### config.mk
export PLATFORM = sky130hd
export DESIGN_NAME = booth_mul_top
export DESIGN_NICKNAME = d
export VERILOG_FILES = /design/src/hw/booth_pkg.sv /design/src/hw/booth_accumulator.sv /design/src/hw/booth_mul_top.sv /design/src/hw/booth_operand_seq.sv /design/src/hw/booth_pp_bank.sv
export SDC_FILE = /design/constraint.sdc
export NUM_CORES = 2
export LEC_CHECK = 0
export ABC_CLOCK_PERIOD_IN_PS = 30400
export BUFFER_PORTS_ARGS = -buffer_cell sky130_fd_sc_hd__buf_2
export CAP_MARGIN = 40
export CORE_ASPECT_RATIO = 1.75
export CORE_MARGIN = 8
export CORE_UTILIZATION = 30
export CTS_BUF_LIST = sky130_fd_sc_hd__clkbuf_16
export CTS_CLUSTER_SIZE = 12
export DETAILED_ROUTE_END_ITERATION = 16
export GPL_TIMING_DRIVEN = 0
export PLACE_DENSITY = 0.54
export SKIP_CTS_REPAIR_TIMING = 1
export SYNTH_ARGS = -nofsm -noshare
export SYNTH_HDL_FRONTEND = slang
export SYNTH_SLANG_ARGS = --single-unit
### constraint.sdc
create_clock -name clk -period 30.4 [get_ports clk]
set_input_delay 4.56 -clock clk [delete_from_list [all_inputs] [get_ports clk]]
set_output_delay 4.56 -clock clk [all_outputs]
set_load 0.02 [all_outputs]
### src/hw/booth_pkg.sv
package booth_pkg;

    localparam int OP_W   = 32;
    localparam int EXT_W  = OP_W + 1;   // One sign or zero bit on top
    localparam int PP_W   = EXT_W + 1;
    localparam int PROD_W = 2 * OP_W;
    localparam int LANES  = 8;
    localparam int PASSES = 2;

    // Encoding 3 is reserved and treated as unsigned
    typedef enum logic [1:0] {
        MODE_SS = 2'd0,
        MODE_UU = 2'd1,
        MODE_SU = 2'd2
    } mul_mode_e;

    typedef enum logic [1:0] {
        IDLE,
        PASS0,
        PASS1,
        WAIT_DONE
    } seq_state_e;

    typedef logic signed [EXT_W-1:0] ext_t;
    typedef logic [2:0] digit_t;
    typedef digit_t [LANES-1:0] digit_vec_t;
    typedef logic signed [PP_W-1:0] pp_t;
    typedef logic [PROD_W-1:0] prod_t;

    // Radix-4 recoding of one overlapping three-bit group
    function automatic pp_t booth_pp(digit_t grp, ext_t m);
        pp_t m1;
        pp_t m2;
        m1 = {m[EXT_W-1], m};
        m2 = {m, 1'b0};
        case (grp)
            3'b001, 3'b010: return m1;
            3'b011:         return m2;
            3'b100:         return -m2;
            3'b101, 3'b110: return -m1;
            default:        return '0;
        endcase
    endfunction

    // Weight 2^32 digit, from bits 32 and 31 of the extended b
    function automatic pp_t booth_pp_top(logic [1:0] grp, ext_t m);
        pp_t m1;
        m1 = {m[EXT_W-1], m};
        case (grp)
            2'b01:   return m1;
            2'b10:   return -m1;
            default: return '0;
        endcase
    endfunction

endpackage

### src/hw/booth_accumulator.sv
module booth_accumulator (
    input  logic                                   clk,
    input  logic                                   rst,
    input  logic                                   bank_full,
    input  booth_pkg::pp_t [booth_pkg::LANES-1:0]  pp_lo,
    input  booth_pkg::pp_t [booth_pkg::LANES-1:0]  pp_hi,
    input  booth_pkg::pp_t                         pp_top,
    output booth_pkg::prod_t                       product,
    output logic                                   done
);
    import booth_pkg::*;

    localparam int NUM_PP = LANES * PASSES;
    localparam int STEPS  = 4;
    localparam int TERMS  = NUM_PP / STEPS;

    // Partial product index summed at each step, pairs from both ends
    localparam int ORDER [STEPS][TERMS] = '{
        '{15, 0, 8, 7},
        '{13, 2, 10, 5},
        '{11, 4, 12, 3},
        '{9, 6, 14, 1}
    };

    pp_t all_pp [NUM_PP];
    logic [$clog2(STEPS)-1:0] step;
    logic busy;
    prod_t step_sum;

    function automatic prod_t shift_ext(pp_t p, int sh);
        prod_t wide;
        wide = {{(PROD_W - PP_W){p[PP_W-1]}}, p};
        return wide << sh;
    endfunction

    always_comb begin
        for (int j = 0; j < LANES; j++) begin
            all_pp[j] = pp_lo[j];
            all_pp[j + LANES] = pp_hi[j];
        end
    end

    always_comb begin
        step_sum = '0;
        for (int i = 0; i < TERMS; i++) begin
            step_sum = step_sum + shift_ext(all_pp[ORDER[step][i]], 2 * ORDER[step][i]);
        end
    end

    always_ff @(posedge clk) begin
        if (rst) begin
            busy <= 1'b0;
            step <= '0;
            done <= 1'b0;
        end else begin
            done <= 1'b0;
            if (bank_full) begin
                busy <= 1'b1;
                step <= '0;
            end else if (busy) begin
                step <= step + 1'b1;
                if (step == $bits(step)'(STEPS - 1)) begin   // Last group
                    busy <= 1'b0;
                    done <= 1'b1;
                end
            end
        end
    end

    // Top term seeds the sum
    always_ff @(posedge clk) begin
        if (bank_full)
            product <= shift_ext(pp_top, OP_W);
        else if (busy)
            product <= product + step_sum;
    end

endmodule

### src/hw/booth_mul_top.sv
module booth_mul_top (
    input  logic                       clk,
    input  logic                       rst,
    input  logic                       start,
    input  booth_pkg::mul_mode_e       mode,
    input  logic [booth_pkg::OP_W-1:0] a,
    input  logic [booth_pkg::OP_W-1:0] b,
    output booth_pkg::prod_t           product,
    output logic                       done,
    output logic                       ready
);
    import booth_pkg::*;

    ext_t multiplicand;
    digit_vec_t digits;
    logic [1:0] top_digit;
    logic pass;
    logic digits_valid;
    pp_t [LANES-1:0] pp_lo;
    pp_t [LANES-1:0] pp_hi;
    pp_t pp_top;
    logic bank_full;

    booth_operand_seq u_seq (
        .clk          (clk),
        .rst          (rst),
        .start        (start),
        .mode         (mode),
        .a            (a),
        .b            (b),
        .acc_done     (done),
        .ready        (ready),
        .multiplicand (multiplicand),
        .digits       (digits),
        .top_digit    (top_digit),
        .pass         (pass),
        .digits_valid (digits_valid)
    );

    booth_pp_bank u_bank (
        .clk          (clk),
        .rst          (rst),
        .multiplicand (multiplicand),
        .digits       (digits),
        .top_digit    (top_digit),
        .pass         (pass),
        .digits_valid (digits_valid),
        .pp_lo        (pp_lo),
        .pp_hi        (pp_hi),
        .pp_top       (pp_top),
        .bank_full    (bank_full)
    );

    booth_accumulator u_acc (
        .clk       (clk),
        .rst       (rst),
        .bank_full (bank_full),
        .pp_lo     (pp_lo),
        .pp_hi     (pp_hi),
        .pp_top    (pp_top),
        .product   (product),
        .done      (done)
    );

endmodule

### src/hw/booth_operand_seq.sv
module booth_operand_seq (
    input  logic                       clk,
    input  logic                       rst,
    input  logic                       start,
    input  booth_pkg::mul_mode_e       mode,
    input  logic [booth_pkg::OP_W-1:0] a,
    input  logic [booth_pkg::OP_W-1:0] b,
    input  logic                       acc_done,
    output logic                       ready,
    output booth_pkg::ext_t            multiplicand,
    output booth_pkg::digit_vec_t      digits,
    output logic [1:0]                 top_digit,
    output logic                       pass,
    output logic                       digits_valid
);
    import booth_pkg::*;

    localparam int PASS_BITS = OP_W / PASSES;

    seq_state_e state;
    ext_t a_ext;
    ext_t b_ext;
    ext_t b_reg;
    logic [EXT_W:0] b_pad;      // b with the implicit zero at bit -1
    digit_vec_t digit_nxt;
    logic accept;

    // Free again in the same cycle the accumulator reports done
    assign ready = (state == IDLE) || acc_done;
    assign accept = start && ready;

    always_comb begin
        case (mode)
            MODE_SS: begin
                a_ext = {a[OP_W-1], a};
                b_ext = {b[OP_W-1], b};
            end
            MODE_SU: begin
                a_ext = {a[OP_W-1], a};
                b_ext = {1'b0, b};
            end
            default: begin
                a_ext = {1'b0, a};
                b_ext = {1'b0, b};
            end
        endcase
    end

    assign b_pad = {b_reg, 1'b0};

    always_comb begin
        for (int k = 0; k < LANES; k++) begin
            digit_nxt[k] = b_pad[(state == PASS1 ? PASS_BITS : 0) + 2 * k +: 3];
        end
    end

    always_ff @(posedge clk) begin
        if (rst) begin
            state <= IDLE;
            digits_valid <= 1'b0;
        end else begin
            digits_valid <= 1'b0;
            case (state)
                PASS0: begin
                    digits_valid <= 1'b1;
                    state <= PASS1;
                end
                PASS1: begin
                    digits_valid <= 1'b1;
                    state <= WAIT_DONE;
                end
                default: begin
                    if (accept)
                        state <= PASS0;
                    else if (acc_done)
                        state <= IDLE;
                end
            endcase
        end
    end

    always_ff @(posedge clk) begin
        if (accept) begin
            multiplicand <= a_ext;
            b_reg <= b_ext;
        end
        digits <= digit_nxt;
        pass <= (state == PASS1);
        top_digit <= b_reg[EXT_W-1 -: 2];
    end

endmodule

### src/hw/booth_pp_bank.sv
module booth_pp_bank (
    input  logic                                   clk,
    input  logic                                   rst,
    input  booth_pkg::ext_t                        multiplicand,
    input  booth_pkg::digit_vec_t                  digits,
    input  logic [1:0]                             top_digit,
    input  logic                                   pass,
    input  logic                                   digits_valid,
    output booth_pkg::pp_t [booth_pkg::LANES-1:0]  pp_lo,
    output booth_pkg::pp_t [booth_pkg::LANES-1:0]  pp_hi,
    output booth_pkg::pp_t                         pp_top,
    output logic                                   bank_full
);
    import booth_pkg::*;

    pp_t [LANES-1:0] recoded;

    always_comb begin
        for (int k = 0; k < LANES; k++) begin
            recoded[k] = booth_pp(digits[k], multiplicand);
        end
    end

    // High half is always the second pass
    always_ff @(posedge clk) begin
        if (rst)
            bank_full <= 1'b0;
        else
            bank_full <= digits_valid && pass;
    end

    always_ff @(posedge clk) begin
        if (digits_valid) begin
            if (pass) begin
                pp_hi <= recoded;
            end else begin
                pp_lo <= recoded;
                pp_top <= booth_pp_top(top_digit, multiplicand);
            end
        end
    end

endmodule

Word level (Yosys, flattened, before mapping):

Index checks and enable logic that the tools add are counted.

* output and inout bits: 66
* input port bits: 69
* register bits: 741
* logic and storage cells: 195

* bitwise gates (word level): 7
* $lt $le $gt $ge: 5
* add/subtract/negate cells: 14
* shifts and indexed selects: 12
* muxes and demuxes: 35
* eq/ne operators: 54
* reductions and logical operators: 29

Operators by type and width (number)
* one-hot mux 34 bit (4 select lines): 8
* binary-select mux 34 bit (select 4 bit): 4
* 2-to-1 mux 34 bit: 8
* variable part select 34 x 32 -> 3 bit: 8
* adder 64 bit: 4
* binary-select mux 128 bit (select 2 bit): 1
* 2-to-1 mux 128 bit: 2
* left shift 64 x 32 -> 64 bit: 4
* adder 32 x 5 -> 32 bit (second input constant): 4
* greater-or-equal comparator 32 x 5 -> 1 bit (second input constant): 4
* 2-to-1 mux 64 bit: 2
* NOT 32 bit: 4
* == test 3 bit (second input constant): 24
* adder 32 x 4 -> 32 bit (second input constant): 2
* one-hot mux 32 bit (2 select lines): 1
* == test 3 x 2 -> 1 bit (second input constant): 16
* OR reduction 2 bit: 19
* negation 33 -> 34 bit: 1
* negation 34 bit: 1
* adder 32 x 3 -> 32 bit (second input constant): 1
* == test 3 x 1 -> 1 bit (second input constant): 8
* == test 2 bit (second input constant): 4
* 2-to-1 mux 1 bit: 5
* 2-to-1 mux 5 bit: 1
* 14 further kinds: 20

Depth between registers and ports, before layout:

* word-level depth: 15
* gate-level depth with buffers: 28
* depth with buffers taken out: 21

By module:

A second synthesis with hierarchy kept.

* cell total of the unflattened synthesis: 4412
* area total of the unflattened synthesis: 46354.5 µm²

By module, submodules not included
* booth_pp_bank: sequential area each 17376.7 µm², times used 1, area an instance 28986.6 µm², cells each 2655
* booth_accumulator: sequential area each 1681.6 µm², times used 1, area an instance 14515.2 µm², cells each 1626
* booth_operand_seq: sequential area each 2442.3 µm², times used 1, area an instance 2852.7 µm², cells each 131

Least setup slack after synthesis:

OpenSTA, ideal clock, no wires.

* kind: register to register
* from: register u_seq.digits_valid
* to: register u_bank.pp_lo[0] (netlist bit) (enable)
* path buffers: 0
* arrival: 13.664 ns
* period minus slack after synthesis: 14.677 ns
* setup time: 1.013 ns
* required time: 29.387 ns
* stages on the path, launching flop included: 2
* setup slack: 15.723 ns
* cells stage by stage: dfxtp_1 -> nor2b_1

* longest elaborated chain between the ends: 1

RTL lines
* start: declaration: line booth_operand_seq.sv:14 `output logic digits_valid`
* start signal: assignment: line booth_operand_seq.sv:60 `digits_valid <= 1'b0;`
* start signal: assignment: line booth_operand_seq.sv:62 `digits_valid <= 1'b0;`
* start signal: assignment: line booth_operand_seq.sv:65 `digits_valid <= 1'b1;`
* AND reduction 2 bit (no source line)
* end signal: assignment: line booth_pp_bank.sv:37 `pp_lo <= recoded;`
* end: declaration: line booth_pp_bank.sv:9 `output booth_pkg::pp_t [booth_pkg::LANES-1:0] pp_lo,`

Every way passes these cells.
A chain may end at the register's enable or synchronous reset.

Worst setup path after layout:

* from: register u_acc.step[1]
* to: register u_acc.product[63] (data pin)

* longest elaborated chain between the ends: 15
* elaborated cells between the ends (all ways): 30
* those cells by class: add/sub: 4; shift: 4; mux: 17; bitwise: 5

RTL lines
* start: declaration: line booth_accumulator.sv:26 `logic [$clog2(STEPS)-1:0] step;`
* start signal: assignment: line booth_accumulator.sv:61 `step <= step + 1'b1;`
* NOT 2 -> 3 bit (implied by the code) (*): line booth_accumulator.sv:46 `step_sum = step_sum + shift_ext(all_pp[ORDER[step][i]], 2 * ORDER[step][i]);`
* binary-select mux 128 bit (select 2 bit) (*): line booth_accumulator.sv:46
* 2-to-1 mux 128 bit (implied by the code) (*) (2 in series): line booth_accumulator.sv:46
* NOT 32 bit (implied by the code): line booth_accumulator.sv:46
* binary-select mux 34 bit (select 4 bit): line booth_accumulator.sv:46
* 2-to-1 mux 34 bit (implied by the code) (2 in series): line booth_accumulator.sv:46
* left shift 64 x 32 -> 64 bit: line booth_accumulator.sv:33 `return wide << sh;`
* adder 64 bit (2 in series): line booth_accumulator.sv:46
* adder 64 bit (*): line booth_accumulator.sv:46
* adder 64 bit (*): line booth_accumulator.sv:75 `product <= product + step_sum;`
* 2-to-1 mux 64 bit (*): line booth_accumulator.sv:74 `else if (busy)`
* 2-to-1 mux 64 bit (*): line booth_accumulator.sv:72 `if (bank_full)`
* end signal: assignment: line booth_accumulator.sv:73 `product <= shift_ext(pp_top, OP_W);`
* end signal: assignment: line booth_accumulator.sv:75
* end: declaration: line booth_accumulator.sv:8 `output booth_pkg::prod_t product,`

Mark *: on every way between the ends. The rest lies on a longest branch, timed or not. The select of a mux whose other input is x is not followed.

==> summary.txt <==
worst setup path category -> flip-flop to flip-flop
Worst setup SP type -> flip-flop
grt total ovfl -> 0
Slowest-stage cell, CP -> a31oi_1
clk_lat worst skew -> 0.69 ns
DP Wirelength -> 268.2 mm
leading area contributor after synthesis -> edfxtp_1
multi-input logic area -> 22400 um^2
ys flop type -> edfxtp_1
TritonCTS clock tree -> built
via density per instance -> 5.898
placed cell area -> 53860 um^2
Reg power frac -> 20.2%
Cells after Synth -> 4375
Switching Power -> 4.266 mW
Clock power frac -> 11.0%
cell-internal power -> 3.640 mW
synthesized area -> 46150 um^2
die width -> 312.5 um
DR pass1 iterations -> 6
Top Registers -> u_bank.pp_hi (272), u_bank.pp_lo (272), u_acc.product (64)
Yosys top cell area share -> 43.86%
Yosys warnings -> 0
PD cells -> 140.8 nW/um^2
Worst-path clk slew -> 0.06 ns
cell mode on critical path -> clkbuf_1
Comb power frac -> 68.8%
failing checks -> antenna rules
RSZ-0062 raised after global routing -> no
Area Growth Syn to Fin -> 21.72%
DRC -> 0
status -> finished with violations
CP peak stage delay -> 0.72 ns
cts bufs inserted -> 74
sequential area share after synthesis -> 46.46%
I/O Buffers -> 134
required time worst endpoint -> 30.81 ns
Final period util -> 34.26%
mean post-synth cell area -> 10.55 um^2
Crit. End Element -> flip-flop
vias after detailed routing -> 41344
# nets final -> 5249
fillers -> 15297
first-pass GRT wire length -> 407.2 mm
RePlAce Congestion -> 1.072
endpoints failing setup -> 0
flip-flop and latch area -> 21440 um^2
most area-consuming cells after synthesis -> edfxtp_1 44%, fa_1 6.6%, mux4_2 5.3%, a21oi_1 4.6%, nand2_1 3.8%
Critical path buffers and inverters -> 14
commonest non-fill, non-tap cell in the layout -> edfxtp_1
Die Y-Extent -> 534.8 um
Net Sw Frac -> 53.96%
vias in the first global route -> 41371
number of flops mapped to enable cells by yosys -> 674
Final Skew -> 0.02815 ns
Worst VDD drop -> 90.34 uV
slew margin rel. -> 23.42%
DRT antenna net count -> 1
Setup TNS Final -> 0 ns
number of synthesized register bits -> 734
Netlist cell types -> 83
worst min path class -> flip-flop to flip-flop
async set-or-reset flop fraction in the synthesized netlist -> 0%
full die area -> 167100 um^2
most frequent cells in the layout -> 674 x edfxtp_1, 472 x nand2_1, 422 x a21oi_1, 319 x nor2_1, 318 x clkbuf_1
I/O pin cnt -> 135
Slew Viols, Final -> 0
Final Hold Fails -> 0
Final Critical Period -> 10.41 ns
Arr. time, crit path -> 10.82 ns
Slew @ Worst Pin -> 1.143 ns
Max clock buf depth -> 3
global-route usage over all layers -> 36.83%
CP Max Fanout -> 9
initial antenna violation count -> 25
Routed wire per std cell -> 45.18 um
core area -> 152900 um^2
Max-Cap Viols -> 0
fin area -> 56170 um^2
f_max -> 96.02 MHz
DRT iter0 DRCs -> 4390
largest net degree at the start of global routing -> 67
Rows -> 190
leakage -> 20.61 nW
CTS root buf -> clkbuf_16
layout cells sized above 1 -> 15.82%
H-tree depth -> 3
Clock Sinks -> 734
Starting Density -> 30.19%
Detailed Route WL -> 316.7 mm
Top delay family on crit path -> buffers and inverters
==> Yosys cell counts (60+ instances only) <==
library cell,n
o21ai_0,317
mux4_2,108
nand2_1,472
inv_1,237
a221oi_1,178
buf_1,60
a21oi_1,425
a31oi_1,60
xor2_1,66
fa_1,151
xnor2_1,150
clkbuf_1,336
a22oi_1,75
nor2_1,325
ha_1,99
dfxtp_1,60
mux2i_1,76
edfxtp_1,674
==> per-stage QoR <==
stage / setup slack, ns / instances / power (mW) / util, % / hold WS [ns]
finish: 19.99 / 7010 / 7.907 / 36.75 / 0.3443
global route: 20.02 / 6993 / 8.192 / 36.72 / 0.3594
detailed placement: 20.16 / 6862 / 6.879 / 35.23 / 0.3338
CTS: 20.14 / 6983 / 7.764 / 36.67 / 0.3471
global placement: 8.818 / 6529 / 6.661 / 32.29 / 0.3303
floorplan: 15.72 / 4379 / 4.508 / - / 0.3233
==> per-layer routing <==
layer | global-route usage (%) | vias to the layer above | wire (um)
met2 | 64.08 | 2230 | 156400
li1 | - | 17202 | -
met5 | 0.1165 | - | 79
met4 | 33.76 | 12 | 36400
met1 | 37.49 | 21038 | 106100
met3 | 6.137 | 862 | 17670
==> power groups by stage <==
stage	logic (mW)	clock network, mW	registers, mW
global placement	4.93	0	1.73
detailed placement	5.27	0	1.61
finish	5.44	0.873	1.59
floorplan	2.84	0	1.67
CTS	5.29	0.884	1.59
global route	5.67	0.913	1.61
==> final cells by class <==
class	count	area share [%]
Multi-Input combinational cell	3000	39.88
Sequential cell	734	38.17
Timing Repair Buffer	475	9.064
Tap cell	2016	4.491
Clock buffer	74	3.297
Buffer	401	2.773
Inverter	244	1.635
Clock inverter	47	0.6037
Antenna cell	19	0.08465
==> cells by family (layout without fill, tap and decap cells) <==
family	after synthesis	in the layout	share of synthesized area, %
AO/OA/AOI/OAI	1294	1294	17.65
flip-flops	734	734	46.46
adder cells (fa/ha/maj)	250	250	9.235
other	1	24	0.008126
buffers and inverters	645	1241	5.287
multiplexers	213	213	7.635
XOR/XNOR	217	217	4.135
AND/OR/NAND/NOR	1021	1021	9.587
==> worst paths after layout <==
| check | startpoint | end | slack (ns) | depth (start not counted) |
|---|---|---|---|---|
| max | u_acc.step[1]$_SDFFE_PP0P_ | u_acc.product[63]$_DFFE_PP_ | 19.99 | 30 |
| min | u_seq.b_reg[32]$_SDFFCE_PN0P_ | u_seq.top_digit[1]$_DFF_P_ | 0.34 | 0 |
| max reg2reg | u_acc.step[1]$_SDFFE_PP0P_ | u_acc.product[63]$_DFFE_PP_ | 19.99 | 30 |
| min reg2reg | u_seq.b_reg[32]$_SDFFCE_PN0P_ | u_seq.top_digit[1]$_DFF_P_ | 0.34 | 0 |
Power figures use the tool's default switching activity.
